### src/fifo_macros.svh
/*
  Default sizing of the credit FIFO.
  Include this header wherever the depth, entry width or bypass mode is
  needed. The type packages take their widths from these values, so a
  different FIFO size means editing the values here and rebuilding.
*/

`ifndef FIFO_MACROS_SVH
`define FIFO_MACROS_SVH

// ----------------------------------------------------------------------
// FIFO geometry
// ----------------------------------------------------------------------

// Number of entries held in the external RAM, at least 2
`define FIFO_DEPTH 4

// Bits carried by one entry
`define FIFO_WIDTH 8

// ----------------------------------------------------------------------
// Latency mode
// ----------------------------------------------------------------------

// With 1 a push into an empty FIFO shows up at the pop side in the
// same cycle; with 0 every item goes through the RAM first
`define FIFO_BYPASS 1

`endif

### src/fifo_pkg.sv
/*
  Data, address and count types of the FIFO datapath.
  Imported by the controllers, the RAM and the top level. All widths
  follow the depth and width defaults in the macros header.
*/

`include "fifo_macros.svh"

package fifo_pkg;

  // Address bits needed to index every RAM entry
  localparam int AddrWidth = $clog2(`FIFO_DEPTH);

  // A count runs from 0 to the full depth, so it needs one extra bit
  localparam int CountWidth = AddrWidth + 1;

  // One stored entry
  typedef logic [`FIFO_WIDTH-1:0] fifo_data_t;

  // RAM address used by both pointers
  typedef logic [AddrWidth-1:0] fifo_addr_t;

  // Item or free-slot count
  typedef logic [CountWidth-1:0] fifo_count_t;

  // Highest address, where the pointers wrap back to 0
  localparam fifo_addr_t LastAddr = fifo_addr_t'(`FIFO_DEPTH - 1);

  // Depth as a count, the reset value of the free-slot counter
  localparam fifo_count_t FifoDepth = fifo_count_t'(`FIFO_DEPTH);

endpackage

### src/credit_pkg.sv
/*
  Types of the push-side credit loop.
  Imported by the configuration block, the push controller and the top
  level. Credits share the width of a FIFO count but carry a meaning
  of their own, so they get a separate type.
*/

`include "fifo_macros.svh"

package credit_pkg;

  // Credits run from 0 up to the depth
  localparam int CreditWidth = $clog2(`FIFO_DEPTH) + 1;

  // Credit count, available credits or withhold amount
  typedef logic [CreditWidth-1:0] credit_t;

  // The FIFO owns every credit when it comes out of reset
  localparam credit_t CreditReset = credit_t'(`FIFO_DEPTH);

endpackage

### src/fifo_credit_cfg.sv
/*
  Software-visible control next to the push controller.
  A write loads the credit withhold amount, which caps how many of the
  held credits may go out to the sender. Overflow pulses from the push
  side are caught in a sticky flag that software clears.
*/

module fifo_credit_cfg
  import credit_pkg::*;
(
  input  logic    clk,
  input  logic    arst_n,

  // Register write and flag clear strobes
  input  logic    cfg_wr,
  input  logic    cfg_clr,
  input  credit_t cfg_wdata,

  // Pulse from the push controller on a push while full
  input  logic    push_overflow,

  output credit_t credit_withhold,
  output logic    overflow_sticky
);

  // ----------------------------------------------------------------------
  // Credit withhold register
  // ----------------------------------------------------------------------

  // Nothing is withheld after reset, so all credits can go out
  always_ff @(posedge clk or negedge arst_n) begin
    if (!arst_n) begin
      credit_withhold <= '0;
    end else if (cfg_wr) begin
      credit_withhold <= cfg_wdata;
    end
  end

  // ----------------------------------------------------------------------
  // Sticky overflow flag
  // ----------------------------------------------------------------------

  // A new overflow wins over a clear in the same cycle
  // so that no event is ever lost
  always_ff @(posedge clk or negedge arst_n) begin
    if (!arst_n) begin
      overflow_sticky <= 1'b0;
    end else if (push_overflow) begin
      overflow_sticky <= 1'b1;
    end else if (cfg_clr) begin
      overflow_sticky <= 1'b0;
    end
  end

endmodule

### src/fifo_push_ctrl.sv
/*
  Push side of the 1R1W credit FIFO controller.
  Runs the credit counter that hands credits to the sender, takes pushes
  on the credit/valid interface and either offers them to the pop side
  through the bypass or writes them into the external RAM. Also keeps
  the write pointer and the free-slot count.
*/

`include "fifo_macros.svh"

module fifo_push_ctrl
  import fifo_pkg::*, credit_pkg::*;
#(
  parameter bit EnableBypass = `FIFO_BYPASS
) (
  input  logic        clk,
  input  logic        arst_n,

  // Credit/valid push interface
  input  logic        push_credit_stall,
  output logic        push_credit,
  input  logic        push_valid,
  input  fifo_data_t  push_data,

  // Push-side status
  output logic        full,
  output logic        full_next,
  output fifo_count_t slots,
  output fifo_count_t slots_next,

  // Credit control and status
  input  credit_t     credit_withhold,
  output credit_t     credit_count,
  output credit_t     credit_available,
  output logic        push_overflow,

  // Bypass towards the pop controller
  input  logic        bypass_ready,
  output logic        bypass_valid_unstable,
  output fifo_data_t  bypass_data_unstable,

  // RAM write port
  output logic        ram_wr_valid,
  output fifo_addr_t  ram_wr_addr,
  output fifo_data_t  ram_wr_data,

  // Write and pop events shared with the pop controller
  output logic        ram_push,
  input  logic        ram_pop
);

  credit_t    credit_plus_pop;
  credit_t    credit_count_next;
  logic       push_beat;
  logic       bypass_beat;
  logic       slot_free;
  fifo_addr_t wr_ptr;

  // ----------------------------------------------------------------------
  // Credit counter
  // ----------------------------------------------------------------------

  // A pop hands its credit straight back in the same cycle
  // This is what gives a zero-cycle pop to credit latency
  assign credit_plus_pop = credit_count + credit_t'(ram_pop);

  // Credits above the withhold amount may be released, never below 0
  assign credit_available = (credit_plus_pop > credit_withhold) ?
                            credit_t'(credit_plus_pop - credit_withhold) : '0;

  assign push_credit = !push_credit_stall && (credit_available != '0);

  // A released credit and a pop in the same cycle cancel out
  assign credit_count_next = credit_plus_pop - credit_t'(push_credit);

  always_ff @(posedge clk or negedge arst_n) begin
    if (!arst_n) begin
      credit_count <= CreditReset;
    end else begin
      credit_count <= credit_count_next;
    end
  end

  // ----------------------------------------------------------------------
  // Push acceptance and bypass
  // ----------------------------------------------------------------------

  // A push while full has no slot to go to and is dropped
  assign push_beat     = push_valid && !full;
  assign push_overflow = push_valid && full;

  // Every accepted push is offered to the pop side first
  assign bypass_valid_unstable = EnableBypass && push_beat;
  assign bypass_data_unstable  = push_data;
  assign bypass_beat           = bypass_valid_unstable && bypass_ready;

  // Only pushes the bypass did not take go into the RAM
  assign ram_push     = push_beat && !bypass_beat;
  assign ram_wr_valid = ram_push;
  assign ram_wr_addr  = wr_ptr;
  assign ram_wr_data  = push_data;

  always_ff @(posedge clk or negedge arst_n) begin
    if (!arst_n) begin
      wr_ptr <= '0;
    end else if (ram_push) begin
      wr_ptr <= (wr_ptr == LastAddr) ? '0 : fifo_addr_t'(wr_ptr + 1'b1);
    end
  end

  // ----------------------------------------------------------------------
  // Free-slot count
  // ----------------------------------------------------------------------

  // A bypassed pop never held a slot, so only RAM pops free one
  assign slot_free  = ram_pop && !bypass_beat;
  assign slots_next = slots - fifo_count_t'(ram_push) + fifo_count_t'(slot_free);
  assign full_next  = (slots_next == '0);
  assign full       = (slots == '0);

  always_ff @(posedge clk or negedge arst_n) begin
    if (!arst_n) begin
      slots <= FifoDepth;
    end else begin
      slots <= slots_next;
    end
  end

endmodule

### src/fifo_pop_ctrl.sv
/*
  Pop side of the 1R1W FIFO controller.
  Reads the head entry from the external RAM with a zero-latency read
  and offers it on the ready/valid pop interface. When the FIFO is
  empty and bypass is on, the incoming push is shown directly instead.
  Keeps the read pointer and the item count.
*/

`include "fifo_macros.svh"

module fifo_pop_ctrl
  import fifo_pkg::*;
#(
  parameter bit EnableBypass = `FIFO_BYPASS
) (
  input  logic        clk,
  input  logic        arst_n,

  // Ready/valid pop interface
  input  logic        pop_ready,
  output logic        pop_valid,
  output fifo_data_t  pop_data,

  // Pop-side status
  output logic        empty,
  output logic        empty_next,
  output fifo_count_t items,
  output fifo_count_t items_next,

  // Bypass from the push controller
  output logic        bypass_ready,
  input  logic        bypass_valid_unstable,
  input  fifo_data_t  bypass_data_unstable,

  // RAM read port
  output logic        ram_rd_addr_valid,
  output fifo_addr_t  ram_rd_addr,
  input  logic        ram_rd_data_valid,
  input  fifo_data_t  ram_rd_data,

  // Write and pop events shared with the push controller
  input  logic        ram_push,
  output logic        ram_pop
);

  logic       head_valid;
  logic       bypass_valid;
  logic       head_pop;
  fifo_addr_t rd_ptr;

  // ----------------------------------------------------------------------
  // Head of queue
  // ----------------------------------------------------------------------

  // The RAM is read at the head whenever something is stored
  assign ram_rd_addr_valid = !empty;
  assign ram_rd_addr       = rd_ptr;
  assign head_valid        = ram_rd_data_valid;

  // The bypass only applies with nothing older in the RAM
  assign bypass_valid = EnableBypass && empty && bypass_valid_unstable;
  assign bypass_ready = EnableBypass && empty && pop_ready;

  assign pop_valid = head_valid || bypass_valid;
  assign pop_data  = head_valid ? ram_rd_data : bypass_data_unstable;

  // Every handshake counts as an item leaving, bypassed or not
  assign ram_pop  = pop_valid && pop_ready;
  assign head_pop = ram_pop && head_valid;

  // ----------------------------------------------------------------------
  // Read pointer
  // ----------------------------------------------------------------------

  // The pointer stands still under back-pressure so pop_data holds
  always_ff @(posedge clk or negedge arst_n) begin
    if (!arst_n) begin
      rd_ptr <= '0;
    end else if (head_pop) begin
      rd_ptr <= (rd_ptr == LastAddr) ? '0 : fifo_addr_t'(rd_ptr + 1'b1);
    end
  end

  // ----------------------------------------------------------------------
  // Item count
  // ----------------------------------------------------------------------

  // Bypassed items never enter the count
  assign items_next = items + fifo_count_t'(ram_push) - fifo_count_t'(head_pop);
  assign empty_next = (items_next == '0);
  assign empty      = (items == '0);

  always_ff @(posedge clk or negedge arst_n) begin
    if (!arst_n) begin
      items <= '0;
    end else begin
      items <= items_next;
    end
  end

endmodule

### src/fifo_ram_1r1w.sv
/*
  Flop-based pseudo-dual-port RAM behind the FIFO controller.
  Writes land on the clock edge, one cycle of write latency. Reads are
  combinational, zero cycles of read latency, so a written entry can be
  read from the cycle after the write.
*/

`include "fifo_macros.svh"

module fifo_ram_1r1w
  import fifo_pkg::*;
(
  input  logic       clk,

  // Write port
  input  logic       wr_valid,
  input  fifo_addr_t wr_addr,
  input  fifo_data_t wr_data,

  // Read port
  input  logic       rd_addr_valid,
  input  fifo_addr_t rd_addr,
  output logic       rd_data_valid,
  output fifo_data_t rd_data
);

  // Storage array with one word per FIFO entry
  fifo_data_t mem [`FIFO_DEPTH];

  always_ff @(posedge clk) begin
    if (wr_valid) begin
      mem[wr_addr] <= wr_data;
    end
  end

  // Zero-latency read where the valid simply follows the address valid
  assign rd_data       = mem[rd_addr];
  assign rd_data_valid = rd_addr_valid;

endmodule

### src/fifo_ctrl_1r1w_push_credit.sv
/*
  FIFO controller with a credit/valid push side and a ready/valid pop
  side, driving an external 1R1W RAM with write latency 1 and read
  latency 0. Holds no storage itself. The push and pop controllers
  trade write and pop events plus the bypass path that lets a push
  into an empty FIFO reach the pop side in the same cycle.
*/

`include "fifo_macros.svh"

module fifo_ctrl_1r1w_push_credit
  import fifo_pkg::*, credit_pkg::*;
#(
  parameter bit EnableBypass = `FIFO_BYPASS
) (
  input  logic        clk,
  input  logic        arst_n,
  // Push side
  input  logic        push_credit_stall,
  output logic        push_credit,
  input  logic        push_valid,
  input  fifo_data_t  push_data,
  // Pop side
  input  logic        pop_ready,
  output logic        pop_valid,
  output fifo_data_t  pop_data,
  // Status
  output logic        full,
  output logic        full_next,
  output fifo_count_t slots,
  output fifo_count_t slots_next,
  output logic        empty,
  output logic        empty_next,
  output fifo_count_t items,
  output fifo_count_t items_next,
  // Credits
  input  credit_t     credit_withhold,
  output credit_t     credit_count,
  output credit_t     credit_available,
  output logic        push_overflow,
  // 1R1W RAM
  output logic        ram_wr_valid,
  output fifo_addr_t  ram_wr_addr,
  output fifo_data_t  ram_wr_data,
  output logic        ram_rd_addr_valid,
  output fifo_addr_t  ram_rd_addr,
  input  logic        ram_rd_data_valid,
  input  fifo_data_t  ram_rd_data
);

  // Links between the two halves
  logic       bypass_ready;
  logic       bypass_valid_unstable;
  fifo_data_t bypass_data_unstable;
  logic       ram_push;
  logic       ram_pop;

  fifo_push_ctrl #(
    .EnableBypass(EnableBypass)
  ) u_push_ctrl (
    .clk,
    .arst_n,
    .push_credit_stall,
    .push_credit,
    .push_valid,
    .push_data,
    .full,
    .full_next,
    .slots,
    .slots_next,
    .credit_withhold,
    .credit_count,
    .credit_available,
    .push_overflow,
    .bypass_ready,
    .bypass_valid_unstable,
    .bypass_data_unstable,
    .ram_wr_valid,
    .ram_wr_addr,
    .ram_wr_data,
    .ram_push,
    .ram_pop
  );

  fifo_pop_ctrl #(
    .EnableBypass(EnableBypass)
  ) u_pop_ctrl (
    .clk,
    .arst_n,
    .pop_ready,
    .pop_valid,
    .pop_data,
    .empty,
    .empty_next,
    .items,
    .items_next,
    .bypass_ready,
    .bypass_valid_unstable,
    .bypass_data_unstable,
    .ram_rd_addr_valid,
    .ram_rd_addr,
    .ram_rd_data_valid,
    .ram_rd_data,
    .ram_push,
    .ram_pop
  );

endmodule

### src/fifo_credit_top.sv
/*
  Top level of the credit FIFO.
  Joins the configuration block, the FIFO controller and a flop RAM.
  Software sets the credit withhold and reads and clears the sticky
  overflow flag; the push and pop interfaces go straight out.
*/

`include "fifo_macros.svh"

module fifo_credit_top
  import fifo_pkg::*, credit_pkg::*;
(
  input  logic        clk,
  input  logic        arst_n,
  input  logic        push_credit_stall,
  output logic        push_credit,
  input  logic        push_valid,
  input  fifo_data_t  push_data,
  input  logic        pop_ready,
  output logic        pop_valid,
  output fifo_data_t  pop_data,
  output logic        full,
  output fifo_count_t slots,
  output logic        empty,
  output fifo_count_t items,
  output credit_t     credit_count,
  output credit_t     credit_available,
  input  logic        cfg_wr,
  input  logic        cfg_clr,
  input  credit_t     cfg_wdata,
  output logic        overflow_sticky
);

  credit_t    credit_withhold;
  logic       push_overflow;

  // Controller to RAM
  logic       ram_wr_valid;
  fifo_addr_t ram_wr_addr;
  fifo_data_t ram_wr_data;
  logic       ram_rd_addr_valid;
  fifo_addr_t ram_rd_addr;
  logic       ram_rd_data_valid;
  fifo_data_t ram_rd_data;

  fifo_credit_cfg u_cfg (
    .clk,
    .arst_n,
    .cfg_wr,
    .cfg_clr,
    .cfg_wdata,
    .push_overflow,
    .credit_withhold,
    .overflow_sticky
  );

  fifo_ctrl_1r1w_push_credit #(
    .EnableBypass(`FIFO_BYPASS)
  ) u_ctrl (
    .clk,
    .arst_n,
    .push_credit_stall,
    .push_credit,
    .push_valid,
    .push_data,
    .pop_ready,
    .pop_valid,
    .pop_data,
    .full,
    .full_next(),
    .slots,
    .slots_next(),
    .empty,
    .empty_next(),
    .items,
    .items_next(),
    .credit_withhold,
    .credit_count,
    .credit_available,
    .push_overflow,
    .ram_wr_valid,
    .ram_wr_addr,
    .ram_wr_data,
    .ram_rd_addr_valid,
    .ram_rd_addr,
    .ram_rd_data_valid,
    .ram_rd_data
  );

  fifo_ram_1r1w u_ram (
    .clk,
    .wr_valid(ram_wr_valid),
    .wr_addr(ram_wr_addr),
    .wr_data(ram_wr_data),
    .rd_addr_valid(ram_rd_addr_valid),
    .rd_addr(ram_rd_addr),
    .rd_data_valid(ram_rd_data_valid),
    .rd_data(ram_rd_data)
  );

endmodule

### config.mk
export PLATFORM = sky130hd
export DESIGN_NAME = fifo_credit_top
export DESIGN_NICKNAME = d
export VERILOG_FILES = /design/src/fifo_pkg.sv /design/src/credit_pkg.sv /design/src/fifo_credit_cfg.sv /design/src/fifo_push_ctrl.sv /design/src/fifo_pop_ctrl.sv /design/src/fifo_ram_1r1w.sv /design/src/fifo_ctrl_1r1w_push_credit.sv /design/src/fifo_credit_top.sv
export VERILOG_INCLUDE_DIRS = /design/src
export SDC_FILE = /design/constraint.sdc
export NUM_CORES = 1
export LEC_CHECK = 0
export BUFFER_PORTS_ARGS = -buffer_cell sky130_fd_sc_hd__buf_2
export CAP_MARGIN = 20
export CORE_MARGIN = 4
export CORE_UTILIZATION = 59
export DETAILED_ROUTE_END_ITERATION = 8
export PLACE_DENSITY = 0.84
export SLEW_MARGIN = 20
export SYNTH_ARGS = -nofsm -noshare
export SYNTH_HDL_FRONTEND = slang
export SYNTH_SLANG_ARGS = --single-unit
### constraint.sdc
create_clock -name clk -period 9.9 [get_ports clk]
set_input_delay 1.98 -clock clk [delete_from_list [all_inputs] [get_ports clk]]
set_output_delay 1.98 -clock clk [all_outputs]
set_load 0.02 [all_outputs]
After elaboration in Yosys (flattened, before gate mapping):

Memory sizes are Yosys's and may differ from the RTL's.
Cells that the tools add are included.

* register bits after elaboration: 17
* latch bits: 0
* bits in writable memories: 32
* memory bits (read-only): 0
* input bits: 18
* output and inout bits: 25
* word-level logic and storage cells: 47
* memories kept: 1

Memories
* u_ram.mem: words 4, bits a word 8, rd ports 1, clocked after Yosys merged registers in 0, write ports 1, RTL line fifo_ram_1r1w.sv:28 `` fifo_data_t mem [`FIFO_DEPTH]; ``

* $add $sub $neg: 9
* $mul: 0
* divide/modulo/power cells: 0
* $lt $le $gt $ge: 1
* eq/ne operators: 2
* shift-type cells: 0
* multiplexer cells: 8
* bitwise operators: 0
* reductions and logical operators: 19

Operators with widths (number)
* 1-bit logical AND: 10
* 3-bit by 1-bit adder with 3-bit output: 3
* 3-bit by 1-bit subtractor with 3-bit output: 3
* 8-bit two-way mux: 1
* 3-bit zero test: 2
* 2-bit by 1-bit adder with 2-bit output (second input constant): 2
* 2-bit == test (second input constant): 2
* 1-bit zero test: 4
* 1-bit two-way mux: 4
* 2-bit two-way mux: 2
* 3-bit > comparator: 1
* 3-bit two-way mux: 1
* 3-bit nonzero test: 1
* 3-bit subtractor: 1
* 2-bit nonzero test: 1
* 1-bit logical OR: 1

Depth between registers and ports, before layout:

* depth after elaboration: 12
* gate-level depth with buffers: 14
* mapped depth without buffers: 13

Cells and area by module:

From an unflattened synthesis, not the netlist that was laid out.

* cell total of the unflattened synthesis: 161
* area total of the unflattened synthesis: 2443.6 um^2

Modules (own cells, without submodules)
* fifo_ram_1r1w: times used 1, cells an instance 47, area each 1196.1 um^2, sequential area each 960.9 um^2
* fifo_push_ctrl: times used 1, cells an instance 70, area each 703.2 um^2, sequential area each 202.7 um^2
* fifo_pop_ctrl: times used 1, cells an instance 35, area each 399.1 um^2, sequential area each 125.1 um^2
* fifo_credit_cfg: times used 1, cells an instance 9, area each 145.1 um^2, sequential area each 100.1 um^2

Worst setup path before layout:

Ideal clock, no wire load.

* kind: input-to-output
* start point: input push_valid
* end point: output push_credit
* data arrival time: 4.382 ns
* data required time: 7.920 ns
* setup slack: 3.538 ns
* stages on the path: 10
* path buffers: 0
* cells stage by stage: o31ai_1 -> nand2_1 -> and2_1 -> ha_1 -> ha_1 -> inv_1 -> fa_1 -> xor2_1 -> a31o_2 -> a211oi_1

* longest elaborated chain between the ends: 9

RTL lines
* from (decl): RTL line fifo_credit_top.sv:17 `input logic push_valid,`
* 1-bit logical AND *: RTL line fifo_push_ctrl.sv:89 `assign push_beat = push_valid && !full;`
* 1-bit logical AND *: RTL line fifo_pop_ctrl.sv:61 `assign bypass_valid = EnableBypass && empty && bypass_valid_unstable;`
* 1-bit logical OR *: RTL line fifo_pop_ctrl.sv:64 `assign pop_valid = head_valid || bypass_valid;`
* named net pop_valid: RTL line fifo_credit_top.sv:20 `output logic pop_valid,`
* 1-bit logical AND *: RTL line fifo_pop_ctrl.sv:68 `assign ram_pop = pop_valid && pop_ready;`
* 3-bit by 1-bit adder with 3-bit output *: RTL line fifo_push_ctrl.sv:65 `assign credit_plus_pop = credit_count + credit_t'(ram_pop);`
* 3-bit subtractor or 3-bit > comparator (tied branches): RTL line fifo_push_ctrl.sv:69, fifo_push_ctrl.sv:68
* 3-bit two-way mux *: RTL line fifo_push_ctrl.sv:68 `assign credit_available = (credit_plus_pop > credit_withhold) ?`
* 3-bit nonzero test *: RTL line fifo_push_ctrl.sv:71 `assign push_credit = !push_credit_stall && (credit_available != '0);`
* 1-bit logical AND *: RTL line fifo_push_ctrl.sv:71
* to (decl): RTL line fifo_credit_top.sv:16 `output logic push_credit,`

The timed path passes the listed nets; every way through them passes the cells marked *.

Final worst setup path:

* start point: input push_valid
* end point: output push_credit

* longest elaborated chain between the ends: 9

RTL lines (RTL line)
* 1-bit logical AND *: fifo_push_ctrl.sv:89
* 1-bit logical AND *: fifo_pop_ctrl.sv:61
* 1-bit logical OR *: fifo_pop_ctrl.sv:64
* 1-bit logical AND *: fifo_pop_ctrl.sv:68
* 3-bit by 1-bit adder with 3-bit output *: fifo_push_ctrl.sv:65
* 3-bit subtractor or 3-bit > comparator (tied branches): fifo_push_ctrl.sv:69, fifo_push_ctrl.sv:68
* 3-bit two-way mux *: fifo_push_ctrl.sv:68
* 3-bit nonzero test *: fifo_push_ctrl.sv:71
* 1-bit logical AND *: fifo_push_ctrl.sv:71

Mark *: on every way between the ends. The rest lies on a longest branch, timed or not.

==> reports/metrics.csv <==
stage,metric,value,unit
outcome,outcome,finished clean,
setup_path,cp_cell_sequence,"buf_2, o31ai_1, nand2_1, and2_1, ha_1, ha_1, inv_1, fa_1, xor2_1, a31o_2, a211oi_1, buf_2",
synth,netlist_area,2280,um2
floorplanning,pin_count,43,
floorplanning,core,3690,um2
sta,period_needed,6.41,ns
power_and_ir_drop,peakVddDrop,0.198,mV
cts,clock_path_buffers,2,
grt,global_route.usage.met1,22.3,%
cts,numClockSinks,49,
cts,cts_tree,yes,
synth,ys_types,27,
placement,dpl-instance-area,2530,um2
power_and_ir_drop,internal_power,529,uW
synth,synth_mux_area_share,14.3,%
floorplanning,start_util,61.8,%
sta,setup-tns-final,0,ns
finish,syn_to_final_growth,15.1,%
power_and_ir_drop,finalPower,898,uW
synth,yosysTopAreaCell,edfxtp_1,
synth,synth-compound-area-share,3.18,%
setup_path,r2r_setup_slack,6.21,ns
finish,layout_commonest_cell,buf_2,
cts,cts_resized,0,
synth,ys_warn_count,0,
grt,grt_pass1_vias,1389,
grt,grt.total_usage,18.5,%
drt,first_pass_iters,4,
grt,grt_pass1_wl,6.81,mm
power_and_ir_drop,seqPwrFrac,37.9,%
drt,routed_wl,4.00,mm
sta,finalSetupViolations,0,
synth,synth_xor_area_share,2.69,%
setup_path,crit_required,7.92,ns
setup_path,regToRegStartpoint,u_ctrl.u_pop_ctrl.items[1]$_DFF_PN0_,
grt,grt_max_degree,18,
placement,place.detailed.hpwl,2.99,mm
cts,cts-root-buf,clkbuf_8,
power_and_ir_drop,p_per_area,342,nW/um2
power_and_ir_drop,power_frac_clock,12.8,%
sta,min_period_over_period,64.8,%
setup_path,r2r_cells,13,
setup_path,cp_slowest_cell,fa_1,
synth,synthTopCellsByArea,"edfxtp_1 (42%), dfrtp_1 (16%), ha_1 (8.8%)",
finish,diodes,0,
setup_path,slowest_delay,0.41,ns
synth,synth_top_family_by_area,multiplexers,
grt,antenna_found_initial,0,
setup_path,critPathArrivalTime,4.43,ns
drt,wl_per_cell,16.8,um
setup_path,startpoint_type,primary input,
sta,worst_hold_slack,0.513,ns
grt,grtUsageMet3,5.61,%
placement,place_inst,230,
floorplanning,rows,22,
min_path,holdPathStages,1,
setup_path,critPathKind,primary input to output port,
min_path,hp-start,u_ctrl.u_push_ctrl.slots[2]$_DFF_PN1_,
setup_path,r2r-end,u_ctrl.u_push_ctrl.credit_count[2]$_DFF_PN1_,
floorplanning,die_area,4920,um2
sta,rsz0062_at_grt,no,
drt,drt_iter0_markers,75,
cts,clk_latency,0.30,ns
grt,overflow,0,
cts,ctsHoldBuffers,0,
cts,clk_pin_slew,0.08,ns
power_and_ir_drop,comb_power_share,49.3,%
power_and_ir_drop,switching_power,369,uW
cts,cts_inserted_buffers,5,
synth,ys_ff_latch,49,
finish,drive_above_1_share,39.5,%
grt,grt.busiest_layer,met2,
placement,io_buffers,42,
finish,n_fill_cell,242,
finish,final_nets,226,
setup_path,cp-end-kind,output port,
setup_path,path_max_fanout,2,
finish,stdcell_area,2630,um2
cts,post_cts_buffers,0,
finish,multiInputGateArea,815,um2
drt,num_vias,1290,
min_path,holdPathEnd,u_ctrl.u_push_ctrl.slots[2]$_DFF_PN1_,
synth,synth-simple-area-share,3.84,%
drt,drt.antenna.violating_nets,0,
floorplanning,dieWidth,70.2,um
synth,synth.net_count,180,
synth,postSynthAreaPerCell,16.0,um2
power_and_ir_drop,switching_share,41.1,%
synth,synth_cells,143,
synth,yosys.area_share.adder,11.4,%
floorplanning,die_y,70.2,um
drt,drt-vias-per-instance,5.42,
min_path,holdCritPathClass,flop to flop,
sta,slew_headroom,55.5,%
synth,synth.top_cell.area_share,42.1,%
finish,finalNonFillerCells,238,
drt,drc,0,
cts,cts_max_level,2,
flow_run,max-cap-violations,0,
sta,clock.fmax,156,MHz
placement,finalWeightedCongestion,0.676,
sta,finalMaxSlewViolations,0,
sta,hold_viol,0,
synth,yosysSeqAreaShare,60.9,%
power_and_ir_drop,leakage,1.11,nW
finish,regArea,1390,um2
sta,fin_skew,0.00508,ns
finish,most-common-layout-cells,"buf_2 (42), edfxtp_1 (32), inv_1 (17)",
sta,worst_slew_pin_slew,0.666,ns
grt,use_met2,31.4,%
## routing by layer
metal  part of all wire [%]  wire length, um
met3                    5.9              237
met5                      0                0
met2                     52             2090
met4                    2.3               91
met1                     40             1580
## flip-flops by register name, indices dropped and copies added (netlist names)
signal / flops
u_ram.mem: 32
u_cfg.credit_withhold: 3
u_ctrl.u_pop_ctrl.items: 3
u_ctrl.u_push_ctrl.credit_count: 3
u_ctrl.u_push_ctrl.slots: 3
u_ctrl.u_pop_ctrl.ram_rd_addr: 2
u_ctrl.u_push_ctrl.ram_wr_addr: 2
u_cfg.overflow_sticky: 1
## cell usage after synthesis
cell type	n
o21ai_0	4
ha_1	16
a31o_2	1
dfrtp_1	15
and2_1	5
o31ai_1	1
mux4_2	8
mux2_2	13
dfstp_2	2
inv_1	17
xnor2_1	4
nor2_1	2
buf_2	1
and3_1	1
buf_6	1
a21oi_2	1
buf_1	1
edfxtp_1	32
nand2_1	4
fa_1	3
a21oi_1	1
nor3_1	1
a211oi_1	3
nand2b_1	1
xor2_1	3
nor3_2	1
nor2b_1	1
## through the flow
| stage | utilization [%] | worst slack (ns) |
|---|---|---|
| after floorplan | - | 3.54 |
| after global placement | 68.6 | 3.66 |
| after detailed placement | 68.6 | 3.46 |
| after CTS | 71.0 | 3.46 |
| after global routing | 71.2 | 3.33 |
| final | 71.2 | 3.49 |
## cells by family after synthesis
kind of cell | count (synthesis)
xor+xnor | 7
mux | 21
flops | 49
compound gates | 11
fa+ha+maj | 19
buf+inv | 20
simple gates | 16
## power by group through the flow
stage,clock (mW),sequential [mW],combinational (mW)
detailed placement,0,0.343,0.449
floorplan,0,0.344,0.313
global route,0.128,0.351,0.490
global placement,0,0.338,0.419
finish,0.115,0.341,0.443
CTS,0.117,0.340,0.451
## final cells by class
class                   instances  area share, %
well taps                      48           2.29
flip-flops and latches         49           52.9
inverters                      17           2.43
multi-input cells              74           31.0
repair buffers                 42           8.01
clock buffers                   6           2.76
clock inverters                 2          0.572
## how the worst max path moves through the flow
stage	startpoint	to
finish	push_valid	push_credit
global route	push_valid	push_credit
CTS	push_valid	push_credit
detailed placement	push_valid	push_credit
global placement	push_valid	push_credit
floorplan	push_valid	push_credit
## worst max-delay path, delay by kind of cell
family	cells	cell delay (ns)
and+or+nand+nor	2	0.31
buffers and inverters	3	0.42
adders and majority gates	3	0.88
xor gates and xnor gates	1	0.18
AOI/OAI and AO/OA	3	0.66
Note: power is estimated with default switching activity, not from simulation.
